==> src/design/mem_init_config.svh <==
/*
 * Memory bring-up sequencer parameters.
 * Memory and image sizes, access latency and bus widths.
 */
`ifndef MEM_INIT_CONFIG_SVH
`define MEM_INIT_CONFIG_SVH

// memory geometry, in 32-bit words
`define MEM_WORDS   64
`define IMAGE_WORDS 24     // at most MEM_WORDS

// cycles of busy per access
`define MEM_LATENCY 3

// byte address and data widths
`define ADDR_W      8
`define DATA_W      32

`endif

==> src/design/mem_init_pkg.sv <==
/*
 * Memory bring-up package.
 * Phase and engine state encodings, address and data types.
 */
`default_nettype none

package mem_init_pkg;

`include "mem_init_config.svh"

    // bring-up phases in order
    typedef enum logic [1:0] {
        PH_ZERO,
        PH_LOAD,
        PH_VERIFY,
        PH_RUN
    } init_phase_e;

    // strobe / wait handshake shared by the engines
    typedef enum logic [1:0] {
        ST_IDLE,
        ST_ISSUE,   // strobe up, waiting for busy
        ST_WAIT     // busy seen, waiting for it to fall
    } eng_state_e;

    typedef logic [`ADDR_W-1:0] addr_t;   // byte address, low two bits ignored
    typedef logic [`DATA_W-1:0] word_t;

endpackage

`default_nettype wire

==> src/design/word_mem.sv <==
/*
 * Word memory model.
 * Accepts one access while idle, then holds busy for a fixed latency.
 */
`timescale 1ns/1ps
`default_nettype none
`include "mem_init_config.svh"

module word_mem (
    input  wire                      clk,
    input  wire                      i_rst_n,
    input  wire                      i_wr,
    input  wire                      i_rd,
    input  wire mem_init_pkg::addr_t i_addr,
    input  wire mem_init_pkg::word_t i_wdata,
    output mem_init_pkg::word_t      o_rdata,
    output logic                     o_busy
);
    import mem_init_pkg::*;

    localparam int WA_W  = $clog2(`MEM_WORDS);
    localparam int CNT_W = $clog2(`MEM_LATENCY + 1);

    word_t            mem [`MEM_WORDS];
    logic [WA_W-1:0]  word_addr;
    logic [WA_W-1:0]  rd_addr;    // read in flight
    logic             rd_pend;
    logic [CNT_W-1:0] lat_cnt;
    logic             accept;

    assign word_addr = i_addr[WA_W+1:2];
    assign o_busy    = (lat_cnt != '0);
    assign accept    = !o_busy && (i_wr || i_rd);   // strobes ignored while busy

    always_ff @(posedge clk) begin
        if (!i_rst_n) begin
            lat_cnt <= '0;
            rd_pend <= 1'b0;
        end else if (accept) begin
            lat_cnt <= CNT_W'(`MEM_LATENCY);
            rd_pend <= !i_wr;    // write wins if both are up
        end else if (o_busy) begin
            lat_cnt <= lat_cnt - 1'b1;
        end
    end

    always_ff @(posedge clk) begin
        if (accept && i_wr)
            mem[word_addr] <= i_wdata;
        if (accept)
            rd_addr <= word_addr;
        if (rd_pend && lat_cnt == CNT_W'(1))
            o_rdata <= mem[rd_addr];   // valid as busy falls
    end

endmodule

`default_nettype wire

==> src/design/zero_fill.sv <==
/*
 * Zero-fill engine.
 * Writes zero to every memory word during the clear phase.
 */
`timescale 1ns/1ps
`default_nettype none
`include "mem_init_config.svh"

module zero_fill (
    input  wire                 clk,
    input  wire                 i_rst_n,
    input  wire                 i_start,
    input  wire                 i_mem_busy,
    output logic                o_req_wr,
    output mem_init_pkg::addr_t o_req_addr,
    output logic                o_done
);
    import mem_init_pkg::*;

    localparam addr_t LAST_ADDR = addr_t'((`MEM_WORDS - 1) * 4);

    eng_state_e state;

    always_ff @(posedge clk) begin
        if (!i_rst_n) begin
            state      <= ST_IDLE;
            o_req_wr   <= 1'b0;
            o_req_addr <= '0;
            o_done     <= 1'b0;
        end else begin
            case (state)
                ST_IDLE: if (i_start && !o_done && !i_mem_busy) begin
                    o_req_wr <= 1'b1;
                    state    <= ST_ISSUE;
                end
                ST_ISSUE: if (i_mem_busy) begin
                    o_req_wr <= 1'b0;    // accepted
                    state    <= ST_WAIT;
                end
                ST_WAIT: if (!i_mem_busy) begin
                    if (o_req_addr == LAST_ADDR)
                        o_done <= 1'b1;
                    o_req_addr <= o_req_addr + addr_t'(4);
                    state      <= ST_IDLE;
                end
                default: state <= ST_IDLE;
            endcase
        end
    end

endmodule

`default_nettype wire

==> src/design/stream_loader.sv <==
/*
 * Stream loader engine.
 * Writes incoming image words at ascending addresses and keeps their sum.
 */
`timescale 1ns/1ps
`default_nettype none
`include "mem_init_config.svh"

module stream_loader (
    input  wire                      clk,
    input  wire                      i_rst_n,
    input  wire                      i_start,
    input  wire                      i_ld_valid,
    input  wire mem_init_pkg::word_t i_ld_data,
    output logic                     o_ld_ready,
    input  wire                      i_mem_busy,
    output logic                     o_req_wr,
    output mem_init_pkg::addr_t      o_req_addr,
    output mem_init_pkg::word_t      o_req_wdata,
    output mem_init_pkg::word_t      o_sum,
    output logic                     o_done
);
    import mem_init_pkg::*;

    localparam addr_t LAST_ADDR = addr_t'((`IMAGE_WORDS - 1) * 4);

    eng_state_e state;

    // only take a word when nothing is in flight
    assign o_ld_ready = i_start && !o_done && (state == ST_IDLE) && !i_mem_busy;

    always_ff @(posedge clk) begin
        if (!i_rst_n) begin
            state      <= ST_IDLE;
            o_req_wr   <= 1'b0;
            o_req_addr <= '0;
            o_sum      <= '0;
            o_done     <= 1'b0;
        end else begin
            case (state)
                ST_IDLE: if (i_ld_valid && o_ld_ready) begin
                    o_sum    <= o_sum + i_ld_data;    // wraps at 32 bits
                    o_req_wr <= 1'b1;
                    state    <= ST_ISSUE;
                end
                ST_ISSUE: if (i_mem_busy) begin
                    o_req_wr <= 1'b0;
                    state    <= ST_WAIT;
                end
                ST_WAIT: if (!i_mem_busy) begin
                    if (o_req_addr == LAST_ADDR)
                        o_done <= 1'b1;
                    o_req_addr <= o_req_addr + addr_t'(4);
                    state      <= ST_IDLE;
                end
                default: state <= ST_IDLE;
            endcase
        end
    end

    // write data latched with the accepted word
    always_ff @(posedge clk) begin
        if (state == ST_IDLE && i_ld_valid && o_ld_ready)
            o_req_wdata <= i_ld_data;
    end

endmodule

`default_nettype wire

==> src/design/readback_verify.sv <==
/*
 * Read-back verifier.
 * Reads the image region back in order and sums the words.
 */
`timescale 1ns/1ps
`default_nettype none
`include "mem_init_config.svh"

module readback_verify (
    input  wire                      clk,
    input  wire                      i_rst_n,
    input  wire                      i_start,
    input  wire                      i_mem_busy,
    input  wire mem_init_pkg::word_t i_mem_rdata,
    output logic                     o_req_rd,
    output mem_init_pkg::addr_t      o_req_addr,
    output mem_init_pkg::word_t      o_sum,
    output logic                     o_done
);
    import mem_init_pkg::*;

    localparam addr_t LAST_ADDR = addr_t'((`IMAGE_WORDS - 1) * 4);

    eng_state_e state;
    logic       last_word;

    assign last_word = (o_req_addr == LAST_ADDR);

    always_ff @(posedge clk) begin
        if (!i_rst_n) begin
            state      <= ST_IDLE;
            o_req_rd   <= 1'b0;
            o_req_addr <= '0;
            o_sum      <= '0;
            o_done     <= 1'b0;
        end else begin
            case (state)
                ST_IDLE: if (i_start && !o_done && !i_mem_busy) begin
                    o_req_rd <= 1'b1;
                    state    <= ST_ISSUE;
                end
                ST_ISSUE: if (i_mem_busy) begin
                    o_req_rd <= 1'b0;
                    state    <= ST_WAIT;
                end
                ST_WAIT: if (!i_mem_busy) begin
                    // read data is valid on the falling edge of busy
                    o_sum      <= o_sum + i_mem_rdata;
                    o_req_addr <= o_req_addr + addr_t'(4);
                    state      <= ST_IDLE;
                    if (last_word)
                        o_done <= 1'b1;
                end
                default: state <= ST_IDLE;
            endcase
        end
    end

endmodule

`default_nettype wire

==> src/design/init_arbiter.sv <==
/*
 * Bring-up arbiter.
 * Steps through the phases and steers the memory port to the active peer,
 * then to the user port once bring-up is over.
 */
`timescale 1ns/1ps
`default_nettype none

module init_arbiter (
    input  wire                       clk,
    input  wire                       i_rst_n,
    input  wire                       i_zero_done,
    input  wire                       i_load_done,
    input  wire                       i_verify_done,
    output mem_init_pkg::init_phase_e o_phase,
    input  wire                       i_zero_wr,
    input  wire mem_init_pkg::addr_t  i_zero_addr,
    input  wire                       i_load_wr,
    input  wire mem_init_pkg::addr_t  i_load_addr,
    input  wire mem_init_pkg::word_t  i_load_wdata,
    input  wire                       i_ver_rd,
    input  wire mem_init_pkg::addr_t  i_ver_addr,
    input  wire                       i_user_rd,
    input  wire                       i_user_wr,
    input  wire mem_init_pkg::addr_t  i_user_addr,
    input  wire mem_init_pkg::word_t  i_user_wdata,
    input  wire                       i_mem_busy,
    output logic                      o_mem_wr,
    output logic                      o_mem_rd,
    output mem_init_pkg::addr_t       o_mem_addr,
    output mem_init_pkg::word_t       o_mem_wdata,
    output logic                      o_user_busy,
    output logic                      o_init_done
);
    import mem_init_pkg::*;

    // phase advances the cycle after the engine's done
    always_ff @(posedge clk) begin
        if (!i_rst_n) begin
            o_phase <= PH_ZERO;
        end else begin
            case (o_phase)
                PH_ZERO:   if (i_zero_done)   o_phase <= PH_LOAD;
                PH_LOAD:   if (i_load_done)   o_phase <= PH_VERIFY;
                PH_VERIFY: if (i_verify_done) o_phase <= PH_RUN;
                default:   o_phase <= PH_RUN;   // stays in run
            endcase
        end
    end

    always_comb begin
        o_mem_wr    = 1'b0;
        o_mem_rd    = 1'b0;
        o_mem_addr  = '0;
        o_mem_wdata = '0;    // zero-fill data
        case (o_phase)
            PH_ZERO: begin
                o_mem_wr   = i_zero_wr;
                o_mem_addr = i_zero_addr;
            end
            PH_LOAD: begin
                o_mem_wr    = i_load_wr;
                o_mem_addr  = i_load_addr;
                o_mem_wdata = i_load_wdata;
            end
            PH_VERIFY: begin
                o_mem_rd   = i_ver_rd;
                o_mem_addr = i_ver_addr;
            end
            default: begin
                o_mem_wr    = i_user_wr;
                o_mem_rd    = i_user_rd;
                o_mem_addr  = i_user_addr;
                o_mem_wdata = i_user_wdata;
            end
        endcase
    end

    assign o_init_done = (o_phase == PH_RUN);
    assign o_user_busy = o_init_done ? i_mem_busy : 1'b1;   // held busy during bring-up

endmodule

`default_nettype wire

==> src/design/mem_init_top.sv <==
/*
 * Memory bring-up sequencer top.
 * Zero-fill, stream load and read-back verify share one memory through
 * the arbiter, which hands it to the user port afterwards.
 */
`timescale 1ns/1ps
`default_nettype none

module mem_init_top (
    input  wire                      clk,
    input  wire                      i_rst_n,
    input  wire                      i_ld_valid,
    input  wire mem_init_pkg::word_t i_ld_data,
    output logic                     o_ld_ready,
    input  wire                      i_user_rd,
    input  wire                      i_user_wr,
    input  wire mem_init_pkg::addr_t i_user_addr,
    input  wire mem_init_pkg::word_t i_user_wdata,
    output mem_init_pkg::word_t      o_user_rdata,
    output logic                     o_user_busy,
    output logic                     o_init_done,
    output mem_init_pkg::word_t      o_load_sum,
    output mem_init_pkg::word_t      o_verify_sum,
    output logic                     o_checksum_match
);
    import mem_init_pkg::*;

    init_phase_e phase;
    logic        zero_wr, zero_done, load_wr, load_done, ver_rd, ver_done;
    addr_t       zero_addr, load_addr, ver_addr, mem_addr;
    word_t       load_wdata, mem_wdata, mem_rdata;
    logic        mem_wr, mem_rd, mem_busy;

    zero_fill u_zero (
        .clk(clk), .i_rst_n(i_rst_n), .i_start(phase == PH_ZERO),
        .i_mem_busy(mem_busy), .o_req_wr(zero_wr), .o_req_addr(zero_addr),
        .o_done(zero_done)
    );

    stream_loader u_load (
        .clk(clk), .i_rst_n(i_rst_n), .i_start(phase == PH_LOAD),
        .i_ld_valid(i_ld_valid), .i_ld_data(i_ld_data), .o_ld_ready(o_ld_ready),
        .i_mem_busy(mem_busy), .o_req_wr(load_wr), .o_req_addr(load_addr),
        .o_req_wdata(load_wdata), .o_sum(o_load_sum), .o_done(load_done)
    );

    readback_verify u_verify (
        .clk(clk), .i_rst_n(i_rst_n), .i_start(phase == PH_VERIFY),
        .i_mem_busy(mem_busy), .i_mem_rdata(mem_rdata), .o_req_rd(ver_rd),
        .o_req_addr(ver_addr), .o_sum(o_verify_sum), .o_done(ver_done)
    );

    init_arbiter u_arb (
        .clk(clk), .i_rst_n(i_rst_n),
        .i_zero_done(zero_done), .i_load_done(load_done), .i_verify_done(ver_done),
        .o_phase(phase),
        .i_zero_wr(zero_wr), .i_zero_addr(zero_addr),
        .i_load_wr(load_wr), .i_load_addr(load_addr), .i_load_wdata(load_wdata),
        .i_ver_rd(ver_rd), .i_ver_addr(ver_addr),
        .i_user_rd(i_user_rd), .i_user_wr(i_user_wr),
        .i_user_addr(i_user_addr), .i_user_wdata(i_user_wdata),
        .i_mem_busy(mem_busy),
        .o_mem_wr(mem_wr), .o_mem_rd(mem_rd), .o_mem_addr(mem_addr),
        .o_mem_wdata(mem_wdata),
        .o_user_busy(o_user_busy), .o_init_done(o_init_done)
    );

    word_mem u_mem (
        .clk(clk), .i_rst_n(i_rst_n), .i_wr(mem_wr), .i_rd(mem_rd),
        .i_addr(mem_addr), .i_wdata(mem_wdata), .o_rdata(mem_rdata),
        .o_busy(mem_busy)
    );

    assign o_user_rdata = mem_rdata;

    // latched once the verifier has seen the last word
    always_ff @(posedge clk) begin
        if (!i_rst_n)
            o_checksum_match <= 1'b0;
        else
            o_checksum_match <= ver_done && (o_load_sum == o_verify_sum);
    end

endmodule

`default_nettype wire

==> config.mk <==
export PLATFORM = sky130hd
export DESIGN_NAME = mem_init_top
export DESIGN_NICKNAME = d
export VERILOG_FILES = /design/src/design/mem_init_pkg.sv /design/src/design/word_mem.sv /design/src/design/zero_fill.sv /design/src/design/stream_loader.sv /design/src/design/readback_verify.sv /design/src/design/init_arbiter.sv /design/src/design/mem_init_top.sv
export VERILOG_INCLUDE_DIRS = /design/src /design/src/design
export SDC_FILE = /design/constraint.sdc
export NUM_CORES = 2
export LEC_CHECK = 0
export BUFFER_PORTS_ARGS = -buffer_cell sky130_fd_sc_hd__buf_4
export CORE_MARGIN = 2
export CORE_UTILIZATION = 56
export DETAILED_ROUTE_END_ITERATION = 10
export PLACE_DENSITY_LB_ADDON = 0.12
export SLEW_MARGIN = 20
export SYNTH_ARGS = -nofsm -noshare
export SYNTH_HDL_FRONTEND = slang
export SYNTH_HIERARCHICAL = 1
export SYNTH_SLANG_ARGS = --single-unit
export TNS_END_PERCENT = 5
==> constraint.sdc <==
create_clock -name clk -period 3.75 [get_ports clk]
set_input_delay 0.5625 -clock clk [delete_from_list [all_inputs] [get_ports clk]]
set_output_delay 0.5625 -clock clk [all_outputs]
set_load 0.03 [all_outputs]
==> results.cfg <==
[timing]
period_minus_slack_ps = 3475
finalMaxSlewViolations = 0
fin_crit_sh_pct = 92.66
setup_tns_ps = 0
skew_ps = 53.61
hold_viol = 0
grt_setup_unrepaired = false
worst_hold_slack_ps = 157.9
relSlewSlack_pct = 13.66
worst_pin_slew_ps = 1295
finalSetupViolations = 0
fmax_ghz = 0.2878

[yosys]
yosysWarnings = 6
postSynthCellCount = 4459
netlist_area_um2 = 88190
syn_nets = 4605
avgSynthCellArea_um2 = 19.78

[drt]
finalWirelength_um = 239300
drtIter0Drc = 6828
ant_nets = 0
vias = 47840
drt_pre_antenna_iters = 8
viasPerCell = 6.637
drcViolationCount = 0
post_drt_wl_per_cell_um = 33.20

[pwr]
ir_worst_vdd_mv = 0.5295
power_leakage_uw = 0.03719
power_uw = 56140
p_per_area_nw_per_um2 = 547.8

[global_route]
gr-total-overflow = 0
grt_pass1_wl_um = 340500
antenna_found_initial = 8
grt_pass1_vias = 46560
grt_usage_pct = 29.89
grt_max_degree = 65

[clocking]
cts_resized = 0
post-cts-setup-buffer-count = 0
clkTransAtPathRegs_ps = 60
ctsRootBufferMaster = clkbuf_16
clockBufferDepth = 3
hold_buffers = 33
cts-htree-levels = 4
cts_buffers = 214
cts_tree = built
clock-sinks = 2218
clk_latency_ps = 860

[run]
drv_cap = 0

[placed_design]
portBuffers = 174
dp_cells = 6776
dp_hpwl_um = 145600
gp_congestion = 0.9481

[layout]
nNetsFinal = 5113
layout_common_cells = 2118 x edfxtp_1, 512 x mux4_2, 411 x buf_4
stdcell_count = 7208
final_common_cell = edfxtp_1
area_growth_pct = 16.20
drive_above_1_share_pct = 28.32

[die]
initial_core_util_pct = 56.39
ioPinCount = 177
chipHeight_um = 400.8
die_area_um2 = 160700
std_cell_rows = 145
coreArea_um2 = 156400
die_w_um = 400.8

[worst_setup_path]
critical_path.top_delay_family = compound AO/OA/AOI/OAI gates
crit_slowest_cell = a221oi_1
crit_fanout = 61
r2r_cells = 7
path_cells = buf_12 -> buf_4 -> mux4_2 -> a22o_1 -> a221oi_1 -> a221oi_1 -> buf_4
cp.depth = 7
end_kind = flip-flop
cp-start-kind = flip-flop
required_ps = 4330
crit_arrival_ps = 4060
worst-path-buf-inv = 3
slowest_delay_ps = 690
crit_type = reg -> reg

[run_status]
status = complete, no violations

[worst_hold_path]
hp-class = in -> reg
hold_path_depth = 3
[flip-flops by register name (all words and copies together) (netlist names), 6 cells and up]
| signal | flops |
|---|---|
| u_verify/o_req_addr | 6 |
| u_load/o_req_wdata | 32 |
| u_mem/mem | 2048 |
| u_mem/o_rdata | 32 |
| u_load/o_req_addr | 6 |
| u_verify/o_sum | 32 |
| u_load/o_sum | 32 |
| u_zero/o_req_addr | 6 |
| u_mem/rd_addr | 6 |
[where the power goes]
group / switching, uW / leakage (uW) / internal [uW]
sequential: 70.5 / 0.0238 / 26900
clock: 9330 / 0.00341 / 12300
combinational: 4460 / 0.00996 / 3070
total: 13900 / 0.0372 / 42300
[per-stage QoR]
stage               utilization, %  setup WS, ps  cell area [um^2]
floorplan                        -         120.4             88190
global placement             60.81         291.4             95090
detailed placement           60.81         294.2             95090
CTS                          65.52         262.8            102500
global route                 65.52         129.6            102500
finish                       65.53         275.1            102500
[routing by layer]
layer,up-vias,GRT usage [%],share of wire (%)
li1,19640,-,-
met1,25260,45.00,40
met4,0,9.937,3.5
met3,363,4.726,9.6
met5,-,0,0
met2,2575,45.43,46
[worst paths after layout]
check | start | to | slack, ps
max | u_mem/rd_addr[0] | u_mem/o_rdata[25] | 280
min | i_ld_valid | u_load/state[0] | 160
max reg2reg | u_mem/rd_addr[0] | u_mem/o_rdata[25] | 280
min reg2reg | u_mem/rd_pend | u_mem/rd_pend | 480
[cell type report]
| class | instances | area [um^2] |
|---|---|---|
| sequential | 2218 | 65610 |
| fill | 10450 | 53910 |
| multi-input combinational | 1971 | 21970 |
| clock buffer | 267 | 5597 |
| timing repair buffer | 531 | 5157 |
| tap | 2058 | 2575 |
| clock inverter | 130 | 1449 |
| inverter | 31 | 116.4 |
| antenna | 2 | 5.005 |
[worst min-delay path, stage by stage]
cell	delay, ps
buf_4	80
nand2_2	150
a21oi_1	160
(Power assumes the default switching activity.)
